$ cat config.mk
export PLATFORM = sky130hd
export DESIGN_NAME = periph_unit
export DESIGN_NICKNAME = d
export VERILOG_FILES = /design/src/periph_pkg.sv /design/src/periph_unit.sv /design/src/sfr_regs.sv /design/src/wdt_counter.sv /design/src/wdt_ctrl_reg.sv
export VERILOG_INCLUDE_DIRS = /design/src
export SDC_FILE = /design/constraint.sdc
export NUM_CORES = 1
export LEC_CHECK = 0
export BUFFER_PORTS_ARGS = -buffer_cell sky130_fd_sc_hd__buf_4
export CAP_MARGIN = 20
export CORE_UTILIZATION = 25
export CTS_CLUSTER_DIAMETER = 60
export DETAILED_ROUTE_END_ITERATION = 7
export HOLD_SLACK_MARGIN = 0.08
export SYNTH_ARGS = -nofsm -noshare
export SYNTH_HDL_FRONTEND = slang
export SYNTH_HIERARCHICAL = 1
export SYNTH_SLANG_ARGS = --single-unit
$ cat constraint.sdc
create_clock -name mclk -period 3.1 [get_ports mclk]
set_clock_uncertainty 0.05 [all_clocks]
set_input_delay 0.62 -clock mclk [delete_from_list [all_inputs] [get_ports mclk]]
set_output_delay 0.62 -clock mclk [all_outputs]
set_load 0.01 [all_outputs]
$ cat src/periph_params.svh
// ==============================
// Peripheral addresses, WDTCTL keys,
// register bit positions and intervals
// ==============================
`ifndef PERIPH_PARAMS_SVH
`define PERIPH_PARAMS_SVH

`default_nettype none

// ==============================
// Word addresses
// ==============================
`define PER_ADDR_IE1    14'h0000  // Interrupt enable 1
`define PER_ADDR_IFG1   14'h0001  // Interrupt flag 1
`define PER_ADDR_WDTCTL 14'h0090  // Watchdog control

// WDTCTL upper byte
`define WDT_PW_KEY 8'h5A  // Write password
`define WDT_RD_KEY 8'h69  // Value seen on read

// WDTCTL lower byte, IS sits in bits 1:0
`define WDT_BIT_HOLD  7  // Stop the counter
`define WDT_BIT_NMIES 6  // NMI falling edge select
`define WDT_BIT_TMSEL 4  // Interval mode
`define WDT_BIT_CNTCL 3  // Counter clear, self clearing

// IE1 and IFG1 share positions
`define SFR_BIT_WDT 0  // WDTIE / WDTIFG
`define SFR_BIT_NMI 4  // NMIIE / NMIIFG

// Interval lengths in mclk cycles
`define WDT_IVAL_0 32768
`define WDT_IVAL_1 8192
`define WDT_IVAL_2 512
`define WDT_IVAL_3 64

`default_nettype wire

`endif
$ cat src/periph_pkg.sv
// ==============================
// Shared types of the peripheral
// bus, watchdog and SFR blocks
// ==============================
`default_nettype none

package periph_pkg;

  // ==============================
  // Width types
  // ==============================
  typedef logic [13:0] per_addr_t;  // Peripheral word address
  typedef logic [15:0] per_data_t;  // Peripheral data word
  typedef logic [15:0] wdt_cnt_t;   // Watchdog count
  typedef logic [1:0]  wdt_is_t;    // Interval select

  // Peripheral bus from the CPU side, plain strobes
  typedef struct packed {
    per_addr_t   addr;  // Word address
    per_data_t   din;   // Write data
    logic [1:0]  we;    // Byte write enables, [0] is low byte
    logic        en;    // Access strobe
  } per_bus_t;

  // Watchdog settings decoded from WDTCTL
  typedef struct packed {
    logic    hold;   // Counter frozen
    logic    nmies;  // NMI edge, 1 is falling
    logic    tmsel;  // 1 interval mode, 0 watchdog mode
    wdt_is_t is;     // Interval select
  } wdt_cfg_t;

endpackage

`default_nettype wire

$ cat src/periph_unit.sv
// ==============================
// Peripheral slice top with the
// read data OR of all blocks
// ==============================
`default_nettype none

module periph_unit import periph_pkg::*; (
  input  logic      mclk,
  input  logic      rst,
  input  per_bus_t  per_bus,
  input  logic      nmi,
  input  logic      nmi_acc,
  input  logic      wdt_irq_acc,
  output per_data_t per_dout,
  output logic      wdt_irq,
  output logic      wdt_reset,
  output logic      nmi_pnd
);

  wdt_cfg_t  wdt_cfg;
  logic      cnt_clr;
  logic      wdt_expire;
  per_data_t wdt_rd_data;
  per_data_t sfr_rd_data;

  // ==============================
  // Watchdog timer
  // ==============================
  wdt_ctrl_reg u_wdt_ctrl (
    .mclk       (mclk),
    .rst        (rst),
    .per_bus    (per_bus),
    .wdt_expire (wdt_expire),   // From counter
    .wdt_cfg    (wdt_cfg),      // To counter and SFR
    .cnt_clr    (cnt_clr),
    .wdt_reset  (wdt_reset),
    .rd_data    (wdt_rd_data)
  );

  wdt_counter u_wdt_cnt (
    .mclk       (mclk),
    .rst        (rst),
    .wdt_cfg    (wdt_cfg),
    .cnt_clr    (cnt_clr),
    .wdt_expire (wdt_expire)
  );

  // Special function registers
  sfr_regs u_sfr (
    .mclk        (mclk),
    .rst         (rst),
    .per_bus     (per_bus),
    .wdt_cfg     (wdt_cfg),     // NMIES and TMSEL
    .wdt_expire  (wdt_expire),  // Sets WDTIFG
    .nmi         (nmi),
    .nmi_acc     (nmi_acc),
    .wdt_irq_acc (wdt_irq_acc),
    .rd_data     (sfr_rd_data),
    .wdt_irq     (wdt_irq),
    .nmi_pnd     (nmi_pnd)
  );

  // Undecoded blocks return zero
  assign per_dout = wdt_rd_data | sfr_rd_data;

endmodule

`default_nettype wire

$ cat src/sfr_regs.sv
// ==============================
// IE1 and IFG1 registers, NMI edge
// detect, interrupt outputs
// ==============================
`include "periph_params.svh"
`default_nettype none

module sfr_regs import periph_pkg::*; (
  input  logic      mclk,
  input  logic      rst,
  input  per_bus_t  per_bus,
  input  wdt_cfg_t  wdt_cfg,
  input  logic      wdt_expire,
  input  logic      nmi,          // Asynchronous pin
  input  logic      nmi_acc,      // NMI taken by the CPU
  input  logic      wdt_irq_acc,  // Watchdog interrupt taken
  output per_data_t rd_data,
  output logic      wdt_irq,
  output logic      nmi_pnd
);

  logic       rd;
  logic       ie1_wr;
  logic       ifg1_wr;
  logic       wdtie;
  logic       nmiie;
  logic       wdtifg;
  logic       nmiifg;
  logic       nmi_s1;
  logic       nmi_s2;
  logic       nmi_q;
  logic       nmi_edge;
  logic [7:0] ie1_byte;
  logic [7:0] ifg1_byte;

  // Byte registers live in the low lane
  assign rd      = per_bus.en && (per_bus.we == 2'b00);
  assign ie1_wr  = per_bus.en && per_bus.we[0] && (per_bus.addr == `PER_ADDR_IE1);
  assign ifg1_wr = per_bus.en && per_bus.we[0] && (per_bus.addr == `PER_ADDR_IFG1);

  // ==============================
  // NMI synchronizer and edge
  // ==============================
  always_ff @(posedge mclk) begin
    if (rst) begin
      nmi_s1 <= 1'b0;
      nmi_s2 <= 1'b0;
      nmi_q  <= 1'b0;
    end else begin
      nmi_s1 <= nmi;     // First stage
      nmi_s2 <= nmi_s1;  // Second stage
      nmi_q  <= nmi_s2;  // Previous level
    end
  end

  assign nmi_edge = wdt_cfg.nmies ? (nmi_q && !nmi_s2) : (nmi_s2 && !nmi_q);

  // Interrupt enables, NMIIE drops once the NMI is taken
  always_ff @(posedge mclk) begin
    if (rst) begin
      wdtie <= 1'b0;
      nmiie <= 1'b0;
    end else begin
      if (ie1_wr) wdtie <= per_bus.din[`SFR_BIT_WDT];
      if (nmi_acc) begin
        nmiie <= 1'b0;
      end else if (ie1_wr) begin
        nmiie <= per_bus.din[`SFR_BIT_NMI];
      end
    end
  end

  // Hardware set wins over software
  always_ff @(posedge mclk) begin
    if (rst) begin
      wdtifg <= 1'b0;
      nmiifg <= 1'b0;
    end else begin
      if (wdt_expire) begin
        wdtifg <= 1'b1;
      end else if (ifg1_wr) begin
        wdtifg <= per_bus.din[`SFR_BIT_WDT];
      end else if (wdt_irq_acc && wdt_cfg.tmsel) begin
        wdtifg <= 1'b0;  // Kept in watchdog mode as reset cause
      end
      if (nmi_edge) begin
        nmiifg <= 1'b1;
      end else if (ifg1_wr) begin
        nmiifg <= per_bus.din[`SFR_BIT_NMI];
      end
    end
  end

  // Read mux
  always_comb begin
    ie1_byte                  = 8'h00;
    ie1_byte[`SFR_BIT_WDT]    = wdtie;
    ie1_byte[`SFR_BIT_NMI]    = nmiie;
    ifg1_byte                 = 8'h00;
    ifg1_byte[`SFR_BIT_WDT]   = wdtifg;
    ifg1_byte[`SFR_BIT_NMI]   = nmiifg;
    rd_data                   = '0;
    if (rd && (per_bus.addr == `PER_ADDR_IE1)) begin
      rd_data = {8'h00, ie1_byte};
    end else if (rd && (per_bus.addr == `PER_ADDR_IFG1)) begin
      rd_data = {8'h00, ifg1_byte};
    end
  end

  assign wdt_irq = wdt_cfg.tmsel && wdtie && wdtifg;  // Interval mode only
  assign nmi_pnd = nmiie && nmiifg;

endmodule

`default_nettype wire

$ cat src/wdt_counter.sv
// ==============================
// Watchdog counter and expiry
// ==============================
`include "periph_params.svh"
`default_nettype none

module wdt_counter import periph_pkg::*; (
  input  logic     mclk,
  input  logic     rst,
  input  wdt_cfg_t wdt_cfg,
  input  logic     cnt_clr,     // Clear from a WDTCTL write
  output logic     wdt_expire   // One cycle strobe at the terminal count
);

  wdt_cnt_t cnt_q;
  wdt_cnt_t cnt_term;
  logic     cnt_hit;

  // Terminal value is interval length minus one
  always_comb begin
    case (wdt_cfg.is)
      2'd0:    cnt_term = wdt_cnt_t'(`WDT_IVAL_0 - 1);
      2'd1:    cnt_term = wdt_cnt_t'(`WDT_IVAL_1 - 1);
      2'd2:    cnt_term = wdt_cnt_t'(`WDT_IVAL_2 - 1);
      default: cnt_term = wdt_cnt_t'(`WDT_IVAL_3 - 1);
    endcase
  end

  assign cnt_hit    = (cnt_q >= cnt_term);                     // Also catches a shortened IS
  assign wdt_expire = cnt_hit && !wdt_cfg.hold && !cnt_clr;

  // Clear first, then hold, then count with wrap
  always_ff @(posedge mclk) begin
    if (rst) begin
      cnt_q <= '0;
    end else if (cnt_clr) begin
      cnt_q <= '0;
    end else if (!wdt_cfg.hold) begin
      if (cnt_hit) begin
        cnt_q <= '0;        // Wrap on expiry
      end else begin
        cnt_q <= cnt_q + wdt_cnt_t'(1);
      end
    end
  end

endmodule

`default_nettype wire

$ cat src/wdt_ctrl_reg.sv
// ==============================
// WDTCTL register with password
// check and watchdog reset pulse
// ==============================
`include "periph_params.svh"
`default_nettype none

module wdt_ctrl_reg import periph_pkg::*; (
  input  logic      mclk,
  input  logic      rst,
  input  per_bus_t  per_bus,
  input  logic      wdt_expire,   // Counter reached its terminal value
  output wdt_cfg_t  wdt_cfg,
  output logic      cnt_clr,      // Counter clear request
  output logic      wdt_reset,    // Registered reset pulse
  output per_data_t rd_data
);

  logic       sel;
  logic       wr;
  logic       rd;
  logic       pw_ok;
  logic       wr_ok;
  logic       wr_bad;
  logic [7:0] ctl_q;

  // ==============================
  // Address decode
  // ==============================
  assign sel    = per_bus.en && (per_bus.addr == `PER_ADDR_WDTCTL);
  assign wr     = sel && (per_bus.we != 2'b00);      // Any byte lane
  assign rd     = sel && (per_bus.we == 2'b00);
  assign pw_ok  = (per_bus.din[15:8] == `WDT_PW_KEY); // Password in upper byte
  assign wr_ok  = wr && pw_ok;
  assign wr_bad = wr && !pw_ok;                      // Violation

  // Lower byte storage, CNTCL never kept
  always_ff @(posedge mclk) begin
    if (rst) begin
      ctl_q <= 8'h00;
    end else if (wr_ok) begin
      ctl_q <= per_bus.din[7:0] & ~(8'h01 << `WDT_BIT_CNTCL);
    end
  end

  // Clear acts at the write edge itself
  assign cnt_clr = wr_ok && per_bus.din[`WDT_BIT_CNTCL];

  assign wdt_cfg = '{
    hold:  ctl_q[`WDT_BIT_HOLD],
    nmies: ctl_q[`WDT_BIT_NMIES],
    tmsel: ctl_q[`WDT_BIT_TMSEL],
    is:    ctl_q[1:0]             // IS field
  };

  // ==============================
  // Reset pulse
  // ==============================
  // Bad password or expiry in watchdog mode, never two cycles long
  always_ff @(posedge mclk) begin
    if (rst) begin
      wdt_reset <= 1'b0;
    end else begin
      wdt_reset <= !wdt_reset && (wr_bad || (wdt_expire && !wdt_cfg.tmsel));
    end
  end

  assign rd_data = rd ? {`WDT_RD_KEY, ctl_q} : per_data_t'(0); // Key above stored bits

endmodule

`default_nettype wire

After elaboration in Yosys (flattened, before gate mapping)
Index checks and enable logic that the tools add are counted.
Cells by class
  add/sub/neg operators: 1
  magnitude comparators: 1
  eq/ne operators: 5
  mux-type cells: 11
  bitwise operators: 1
  reduce and logical (&&, ||, !) cells: 38
Operators by type and width (number)
  15-bit case mux with 3 select lines: 1
  16-bit 2-to-1 mux: 2
  1-bit logical AND: 22
  16-bit by 1-bit adder with 16-bit output (second input constant): 1
  16-bit by 15-bit greater-or-equal comparator with 1-bit output: 1
  16-bit bitwise OR: 1
  15-bit 2-to-1 mux: 1
  14-bit by 1-bit == test with 1-bit output (second input constant): 1
  14-bit by 8-bit == test with 1-bit output (second input constant): 1
  14-bit logical NOT: 1
  8-bit by 7-bit == test with 1-bit output (second input constant): 1
  1-bit logical NOT: 7
  1-bit 2-to-1 mux: 6
  5-bit 2-to-1 mux: 1
  2-bit logical NOT: 2
  2-bit nonzero test: 2
  2-bit OR reduction: 2
  3-bit nonzero test: 1
  2-bit by 1-bit == test with 1-bit output (second input constant): 1
  2-bit == test (second input constant): 1
  1-bit logical OR: 1
Storage, ports and cells
  register bits: 31
  output and inout port bits: 19
  logic and storage cells: 67

Depth between registers and ports, before layout
Gate-level depths: netlist of the first run.
  depth after elaboration: 10
  depth in mapped cells: 10
  mapped depth without buffers: 9

Hierarchy
The synthesis of the first run kept the hierarchy.
By module, submodules not included
  wdt_counter: instances 1, cells each 107, area an instance 937.1 um^2, sequential area each 320.3 um^2
  wdt_ctrl_reg: instances 1, cells each 73, area an instance 648.1 um^2, sequential area each 160.2 um^2
  sfr_regs: instances 1, cells each 54, area an instance 511.7 um^2, sequential area each 140.1 um^2
  periph_unit: instances 1, cells each 16, area an instance 100.1 um^2, sequential area each 0.0 um^2

Worst setup path before layout of the first run
Ideal clock, no wire load.
  path kind: reg2reg
  from: reg u_wdt_ctrl.ctl_q[1]
  to: reg u_sfr.wdtifg
  setup time: 86 ps
  arrival time: 2154 ps
  required time: 2964 ps
  slack: 810 ps
  stages on the path, launching flop included: 11
  period minus slack after synthesis: 2290 ps
  path through: dfxtp_1 buf_4 or2_2 ha_1 nand4b_1 nor3_1 nand3_2 a21oi_4 nor2b_1 a21oi_1 a211oi_1
Between the ends
  word-level cells in the longest chain between the ends: 6
  elaborated cells between the ends (all ways): 9
Ends and longest elaborated chain
  from (decl): RTL line wdt_ctrl_reg.sv:25  | logic [7:0] ctl_q;
  from (signal assigned): RTL line wdt_ctrl_reg.sv:42  | ctl_q <= per_bus.din[7:0] & ~(8'h01 << `WDT_BIT_CNTCL);
  2-bit == test (tied with other cells): RTL line wdt_counter.sv:21  | case (wdt_cfg.is)
  15-bit case mux with 3 select lines (*): RTL line wdt_counter.sv:21
  16-bit by 15-bit greater-or-equal comparator with 1-bit output (*): RTL line wdt_counter.sv:29  | assign cnt_hit = (cnt_q >= cnt_term);
  1-bit logical AND (*) (2 in series): RTL line wdt_counter.sv:30  | assign wdt_expire = cnt_hit && !wdt_cfg.hold && !cnt_clr;
  via wdt_expire: RTL line periph_unit.sv:22  | logic wdt_expire;
  3-bit nonzero test (no source line) / 1-bit 2-to-1 mux (equally long branches)
  to (signal assigned): RTL line sfr_regs.sv:82  | wdtifg <= per_bus.din[`SFR_BIT_WDT];
  to (decl): RTL line sfr_regs.sv:27  | logic wdtifg;
Mark *: on every way through the listed nets, which the timed path passes. The rest lies on a longest branch.
A chain may end at the register's enable or synchronous reset.

Final worst setup path of the first run
  from: in per_bus[25] (netlist bit)
  to: out per_dout[0]
Between the ends
  word-level cells in the longest chain between the ends: 5
  elaborated cells between the ends (all ways): 11
Ends and longest elaborated chain
  from (decl): RTL line periph_unit.sv:10  | input per_bus_t per_bus,
  14-bit by 8-bit == test with 1-bit output (no source line)
  1-bit logical AND: RTL line wdt_ctrl_reg.sv:30  | assign sel = per_bus.en && (per_bus.addr == `PER_ADDR_WDTCTL);
  1-bit logical AND: RTL line wdt_ctrl_reg.sv:32  | assign rd = sel && (per_bus.we == 2'b00);
  15-bit 2-to-1 mux: RTL line wdt_ctrl_reg.sv:68  | assign rd_data = rd ? {`WDT_RD_KEY, ctl_q} : per_data_t'(0);
  via wdt_rd_data[0]: RTL line periph_unit.sv:23  | per_data_t wdt_rd_data;
  16-bit bitwise OR: RTL line periph_unit.sv:64  | assign per_dout = wdt_rd_data | sfr_rd_data;
  to (decl): RTL line periph_unit.sv:14  | output per_data_t per_dout,
The timed path passes the listed nets, and every way through them passes these cells.

==> impl_summary.md, run 1 <==
Finish
The number of filler instances in the final layout is 905. The antenna diode instance count is 0. Across the whole layout, storage elements account for 621 µm². Cells with a size suffix above 1 make up 27.2% of the layout. Once layout is done, the placed cells without fillers occupy 2630 µm². Summing all multi-input logic gate instances after layout gives 1360 µm². In the layout the commonest cells are 52 x buf_4, 31 x dfxtp_1, 19 x conb_1. The net count of the finished layout is 334.

Compared with the post-synthesis result, the final layout area differs by 19.5%. The library cell used most frequently in the layout, excluding fill and tap cells, is buf_4.

Pwr
Across the VDD grid, the largest voltage drop is between 300 and 400 µV. The analysis attributes to cell leakage a power of 1.12 nW. The ratio of total power to cell area is 350 nW/µm².

Global route
The initial antenna violation count is 0. The pin count of the biggest net entering global routing is 17. The first global-routing pass estimated 7900 µm of wire.

The number of global-route vias before repair came to 1785. The total congestion overflow is 0. The overall track demand over capacity in global routing is 11.1%.

Detailed routing
In this run the remaining antenna-violating nets after routing total 0. The detailed router placed about 1800 vias in this run. The total iterations of the first detailed-routing run is 4. The total DRC errors in the routed layout is 0. The routed design has 4600 µm of wire. Dividing the detail-routed wire length by the instance count gives 11.7 µm. Using the TritonRoute via totals, the vias-per-cell ratio works out to 4.58. The violation count after the first detailed-route iteration is between 70 and 80.

Synthesis
Sequential cells were found to cover 28.2% of the synthesized design area. The synthesized design spends more area on one cell type than any other, namely dfxtp_1. Yosys attributes the largest share of cell area to dfxtp_1 28%, buf_4 9.6%, xor2_1 5.2%, nand4_1 4.8%, or2_1 4.6%. The area share of the largest cell type after synthesis is 28.2%.

The yosys synthesis warning count is 6. Summing every instance area after synthesis gives 2200 µm². Synthesis inferred 31 register bits. Of all flip-flops after synthesis, the portion carrying an async set or reset was 0%. Among all flip-flop cells after synthesis, the most frequent one is dfxtp_1. A synthesized cell averages between 8 and 9 µm².

The number of enable flip-flop cells after synthesis is 0. The number of standard cells after synthesis is 250. The netlist uses between 40 and 50 different library cells.

Placed design
The count of buffers added on input and output ports is 51. Detailed placement finished with a half-perimeter wire length of 3660 µm. Summing all placed instances gives a cell area of 2510 µm². The final estimated routing congestion in global placement is 0.770.

Die
The total I/O pin count is 57. The floorplan step defined a die boundary enclosing 9170 µm². The overall die width is between 90 and 100 µm.

The die boundary height is 95.7 µm. For this configuration, the core starts out at a cell density of 26.3%. The core region is 8340 µm².

In this run the core area contains 33 standard-cell rows.

Clocking
The number of buffers inserted by post-CTS setup repair is 0. The CTS tree is yes. The clock insertion delay at the later pin of the skew report is 0.28 ns. The number of levels in the clock H-tree is 2. After clock tree synthesis, the clock-pin slew on the worst setup and hold paths is around 0.060 ns. CTS saw 31 sinks.

Buffers inserted during clock tree synthesis total 5. The quantity of gates resized following cts is 0. The buffer cell driving the clock tree root is clkbuf_8. The longest clock path from root to sink contains 2 buffers. The quantity of hold-fixing buffers added after cts is 0.

Flow run
Across the run, the number of max-cap violations was 0.

Hold path
The kind of path behind the tightest hold check is flip-flop to flip-flop.

Setup path
The critical-path maximum fanout is 10. The endpoint kind of the worst setup timing path is a primary output. By startpoint and endpoint, the worst setup path is classified as primary input to primary output.

For the worst setup path, the data arrival time is 1.97 ns. The data required time of the critical path is 2.43 ns. The worst setup path is launched from a primary input.

Timing
For this run, the top clock speed supported by timing is 379 MHz. In the finished design, the share of the clock period the worst path needs comes to 85.1%. Setup repair after global routing left no endpoint under its margin.

The sum of negative setup slack is 0 ns. Setup violations remaining at the end of the flow were counted as 0. The clock period could shrink to about 2.6 ns. The final max-slew violation count is 0. The final count of hold timing violations is 0.

Run status
The flow ran to the end, and the final reports show no timing, DRC or antenna violations.
[layout make-up]
type                       instances  area share, %
tap                              105           5.00
timing repair buffer              52           14.9
sequential                        31           23.6
clock inverter                     2           1.33
clock buffer                       6           3.14
multi-input combinational        196           51.6
inverter                           3          0.429
[power breakdown]
part | internal, mW | switching, mW | leakage (nW)
logic | 0.0576 | 0.0498 | 0.803
clock network | 0.260 | 0.144 | 0.0612
registers | 0.404 | 0.00437 | 0.251
total | 0.721 | 0.198 | 1.12
[critical path, stage by stage]
cell and delay (ns):
buf_4 0.13, nor4b_4 0.30, nand4_2 0.29, nor2_4 0.26, and2_1 0.16, or2_1 0.09, buf_4 0.12
[metal layers]
layer | global-route usage (%) | routed length, µm
met5 | 0 | 0
met4 | 4.23 | 93
met3 | 2.76 | 175
met2 | 19.4 | 2230
met1 | 13.0 | 2100
[path summary, 6_finish.rpt]
path | slack, ns | depth (start not counted) | from | to
worst min-delay path | 0.38 | 1 | u_wdt_ctrl/wdt_reset$_SDFF_PP0_ | u_wdt_ctrl/wdt_reset$_SDFF_PP0_
worst max register to register | 0.62 | 9 | u_wdt_ctrl/ctl_q[1]$_SDFFE_PP0P_ | u_sfr/wdtifg$_SDFFE_PP0P_
worst min register to register | 0.38 | 1 | u_wdt_ctrl/wdt_reset$_SDFF_PP0_ | u_wdt_ctrl/wdt_reset$_SDFF_PP0_
worst max-delay path | 0.46 | 7 | per_bus[25] | per_dout[0]
[registers in the layout (all words and copies together) (netlist names)]
name / count
u_wdt_cnt/cnt_q: 16
u_wdt_ctrl/ctl_q: 7
u_sfr/nmi_q: 1
u_sfr/nmi_s1: 1
u_sfr/nmi_s2: 1
u_sfr/nmiie: 1
u_sfr/nmiifg: 1
u_sfr/wdtie: 1
u_sfr/wdtifg: 1
u_wdt_ctrl/wdt_reset: 1
[cells by family after synthesis]
| kind of cell | Yosys count | share of synthesized area [%] |
|---|---|---|
| adders and majority gates | 7 | 3.99 |
| muxes | 5 | 2.28 |
| AOI/OAI and AO/OA | 32 | 9.11 |
| other | 2 | 0.342 |
| xor gates and xnor gates | 13 | 5.18 |
| buffers and inverters | 40 | 13.0 |
| DFF | 31 | 28.2 |
| and+or+nand+nor | 120 | 37.9 |
[cell usage after synthesis, types with 3 or more instances]
library cell,count
buf_4,28
inv_1,3
nor2b_1,5
nor2_1,9
nand4_1,17
a21oi_1,13
nand3_1,4
nor3_1,18
and3_1,5
nand2_1,12
nor4b_4,3
mux2i_1,5
nor4_4,3
nor3_2,3
xor2_1,13
or2_2,3
dfxtp_1,31
or2_1,16
and2_1,7
o21ai_0,8
ha_1,7
[per-stage QoR]
stage / utilization [%] / hold WS [ns] / std cells / power (mW) / setup slack (ns)
floorplan: - / 0.364 / 267 / 0.478 / 0.810
global placement: 30.1 / 0.367 / 387 / 0.522 / 0.499
global route: 31.5 / 0.410 / 395 / 0.967 / 0.277
detailed placement: 30.1 / 0.374 / 387 / 0.525 / 0.455
finish: 31.5 / 0.379 / 395 / 0.920 / 0.463
CTS: 31.5 / 0.383 / 395 / 0.940 / 0.452
Power figures use the tool's default switching activity.
==> run 2, diff against run 1 <==
SYNTH_HIERARCHICAL = unset   (was 1)
==> impl_summary.md, run 2 <==
Pwr
The net switching power is 180 µW (was 198 µW). The part of the power in registers is 52.4% (was 44.4%). The share of power burned in combinational logic is 9.6% (was 11.7%).

The total design power was 779 µW (was 920 µW). The largest voltage drop on the vdd net is 141 µV (was 303 µV). The ratio of total power to cell area came to 328 nW/µm² (was 350 nW/µm²). The fraction of power spent switching nets was 23.0% (was 21.6%). The leakage power is 0.955 nW (was 1.12 nW).

The cell internal power dissipation came to 600 µW (was 721 µW). The clock share of power is 38.0% (was 43.9%).

Die
The total I/O pin count was 57 (unchanged). The starting utilization of the core area is 25.8% (was 26.3%). The area of the core region is 7250 µm² (was 8340 µm²). The die boundary height came to 88.5 µm (was 95.7 µm). The overall die area was 7830 µm² (was 9170 µm²). The row count was 31 (was 33). The overall die width is 88.5 µm (was 95.7 µm).

Run status
Outcome: finished, final reports clean (unchanged).

Detailed routing
The number of antenna-violating nets in the routed design is 0 (unchanged). The routed via count was 1641 (was 1808). The wire length reported by the detailed router came to 4110 µm (was 4600 µm). The average via count per standard cell is 4.70 (was 4.58). The average routed wire per standard cell is 11.8 µm (was 11.7 µm). The violation count after the first detailed-route iteration is 53 (was 75). The total DRC errors in the routed layout is 0 (unchanged).

The total iterations of the first detailed-routing run is 4 (unchanged).

Placed design
The cell count after placement came to 341 (was 387). The cell area after placement is 2290 µm² (was 2510 µm²). The count of buffers inserted at the top-level ports came to 51 (unchanged). The placed wire-length estimate after detailed placement came to 3090 µm (was 3660 µm). The final estimated routing congestion in global placement is 0.725 (was 0.770).

Finish
The final design utilization is 32.8% (was 31.5%). Commonest cells after routing, fill and taps aside: 52 x buf_4, 31 x dfxtp_1, 20 x nor2_1, 20 x nor4_1, 11 x mux2i_1 (was 52 x buf_4, 31 x dfxtp_1, 19 x conb_1). The number of filler instances in the final layout was 770 (was 905).

Registers with the most flip-flops: u_wdt_cnt.cnt_q: 16 flops, u_wdt_ctrl.ctl_q: 7 flops (was u_wdt_cnt/cnt_q: 16 flops, u_wdt_ctrl/ctl_q: 7 flops). The footprint of the multi-input gates is 1160 µm² (was 1360 µm²). The area growth from synthesis to layout was 27.1% (was 19.5%). The area occupied by registers was 621 µm² (unchanged).

The post-layout instance count excluding filler cells is 349 (was 395). The final net count is 297 (was 334). The share of post-route cells with drive strength above 1 came to 28.0% (was 27.2%). The post-layout instance area is 2380 µm² (was 2630 µm²).

The register ranked first by flip-flop count was u_wdt_cnt.cnt_q (was u_wdt_cnt/cnt_q). The commonest non-fill, non-tap cell in the layout is buf_4 (unchanged). The antenna diode instance count is 0 (unchanged). The number of flip-flops under the largest register name is 16 (unchanged).

Clocking
The number of buffers inserted by post-CTS setup repair was 0 (unchanged). The quantity of hold-fixing buffers added after cts is 0 (unchanged). The maximum buffer depth of the clock tree came to 2 (unchanged). The quantity of gates resized following cts is 0 (unchanged).

The number of clock sinks seen by CTS is 31 (unchanged). The clock-pin slew of the registers on the worst-case setup and hold paths is 0.06 ns (about the same). The clock insertion delay at the later pin of the skew report came to 0.27 ns (was 0.28 ns). The CTS tree is yes (unchanged). The buffer cell driving the clock tree root was clkbuf_8 (unchanged). The number of levels in the clock H-tree is 2 (unchanged). The number of buffers added by the clock tree synthesis step came to 5 (unchanged).

Flow run
The number of max-cap violations is 0 (unchanged).

Setup path
The kind of cell adding the most delay to the critical path was simple AND/OR/NAND/NOR gates (unchanged). The highest cell delay on the worst timing path is 0.38 ns (was 0.30 ns). The endpoint kind of the worst setup timing path was a primary output (unchanged). The arrival time reported for the critical path endpoint is 2.16 ns (was 1.97 ns). Cells along the critical path: buf_4 -> nor4b_2 -> and3_1 -> nand2_1 -> nor2_1 -> and2_1 -> buf_4 (was buf_4 -> nor4b_4 -> nand4_2 -> nor2_4 -> and2_1 -> or2_1 -> buf_4). The most frequent cell on the critical path is buf_4 (unchanged). The critical path startpoint category is a primary input (unchanged). The critical-path cell with the highest stage delay is nor2_1 (was nor4b_4).

The critical-path maximum fanout came to 9 (was 10). The data required time of the critical path is 2.43 ns (about the same). The type of the setup path with the least slack is primary input to primary output (unchanged). The sum of buffers and inverters on the critical path came to 2 (unchanged).

Timing
The sum of negative setup slack came to 0 ns (unchanged). The final critical delay including setup and external delays is 2.83 ns (was 2.64 ns). The worst relative slew slack is 52.0%. The final max-slew violation count is 0 (unchanged). For the pin with the worst max-slew slack, the measured transition is roughly 0.71 ns.

The fraction of the cycle the final worst path needs is 91.1% (was 85.1%). The final count of hold timing violations is 0 (unchanged). The maximum achievable frequency is 354 MHz (was 379 MHz). The number of setup violations in the final report is 0 (unchanged). Setup repair after global routing missed its margin: false (unchanged).

Synthesis
The sequential cell area fraction in the yosys report is 33.2% (was 28.2%). The dominant synthesized flop cell is dfxtp_1 (unchanged). The area share of the largest cell type after synthesis is 33.2% (was 28.2%).

The post-synthesis area per instance came to 9.21 µm² (was 8.79 µm²). Synth area leaders: dfxtp_1 33%, ha_1 6.7%, nor4_1 6.7%, mux2i_1 5.9%, xnor2_1 4.2% (was dfxtp_1 28%, buf_4 9.6%, xor2_1 5.2%, nand4_1 4.8%, or2_1 4.6%). The share of synthesized registers carrying an async set or reset is 0% (unchanged).

The post-synthesis register bit count was 31 (unchanged). The number of distinct library cell variants in the gate-level netlist after synthesis is 46 (was 48). The most frequent cell after synthesis is dfxtp_1 (unchanged). The number of standard cells after synthesis was 203 (was 250). Top cell types by occurrence after synthesis: 31 x dfxtp_1, 20 x nor2_1, 20 x nor4_1 (was 31 x dfxtp_1, 28 x buf_4, 18 x nor3_1). The yosys synthesis warning count is 0 (was 6). The summed instance area of the synthesized netlist was 1870 µm² (was 2200 µm²).

The cell taking the most area after synthesis is dfxtp_1 (unchanged). The number of enable flip-flop cells after synthesis is 0 (unchanged).

Global route
The overall track demand over capacity in global routing is 10.5% (was 11.1%). The initial antenna violation count is 0 (unchanged). The pin count of the biggest net entering global routing is 34 (was 17).

The total congestion overflow is 0 (unchanged). The number of global-route vias before repair came to 1522 (was 1785). The wire length of the first global-routing pass is 6580 µm (was 7900 µm).

Hold path
The kind of path behind the tightest hold check is flip-flop to flip-flop (unchanged).
run 2: cell types whose count changed in the layout (fill, tap and decap cells not counted), moves of 7 or more:
cell     previous run  this run
nor3_1             18         3
conb_1             19         5
xor2_1             13         6
o21ai_0             8         0
nor4_1              1        20
a21oi_1            13         3
xnor2_1             0         9
nand4_1            17         8
nor2_1              9        20
or2_1              16         0
run 2: final cells by class:
cell class | instances | share of cell area [%]
Timing Repair Buffer | 52 | 16.4
Multi-Input combinational cell | 159 | 48.7
Tap cell | 99 | 5.21
Clock buffer | 5 | 2.90
Sequential cell | 31 | 26.1
Clock inverter | 3 | 0.632
run 2: metrics by stage:
stage / setup WS (ns) / hold WS [ns]
3_3_place_gp: 0.334 / 0.373
2_1_floorplan: 0.653 / 0.364
4_1_cts: 0.264 / 0.400
6_report: 0.275 / 0.390
5_1_grt: 0.0560 / 0.412
3_5_place_dp: 0.262 / 0.385
run 2: path summary, 6_finish.rpt:
kind              cells past startpoint  slack (ns)                        startpoint                          endpoint
hold / removal                        1        0.39           u_sfr.nmi_s1$_SDFF_PP0_           u_sfr.nmi_s2$_SDFF_PP0_
setup reg to reg                      7        0.57  u_wdt_ctrl.ctl_q[1]$_SDFFE_PP0P_  u_wdt_cnt.cnt_q[14]$_SDFFE_PP0N_
setup / recovery                      7        0.27                       per_bus[25]                       per_dout[7]
hold reg to reg                       1        0.39           u_sfr.nmi_s1$_SDFF_PP0_           u_sfr.nmi_s2$_SDFF_PP0_
run 2: cell families after synthesis:
logic type                 count (synthesis)  synth area share (%)
and+or+nand+nor                          100                  33.5
buffers and inverters                     17                  5.69
xor gates and xnor gates                  15                  7.03
AOI/OAI and AO/OA                         16                  6.63
muxes                                     13                  7.10
other                                      1                 0.201
DFF                                       31                  33.2
adders and majority gates                 10                  6.69
run 2: routing by layer:
metal	part of all wire, %	vias up	routed length [µm]	track usage, %
met4	0.22	0	9	2.64
met5	0	-	0	0
met1	50	767	2070	13.7
met3	3.8	2	155	2.61
met2	46	32	1870	17.4
li1	-	840	-	-
run 2: power by group through the flow:
stage / combinational (mW) / sequential [mW] / clock [mW]
detailed placement: 0.0752 / 0.417 / 0
CTS: 0.0754 / 0.408 / 0.310
global route: 0.0814 / 0.409 / 0.322
finish: 0.0746 / 0.409 / 0.296
global placement: 0.0735 / 0.417 / 0
floorplan: 0.0332 / 0.416 / 0
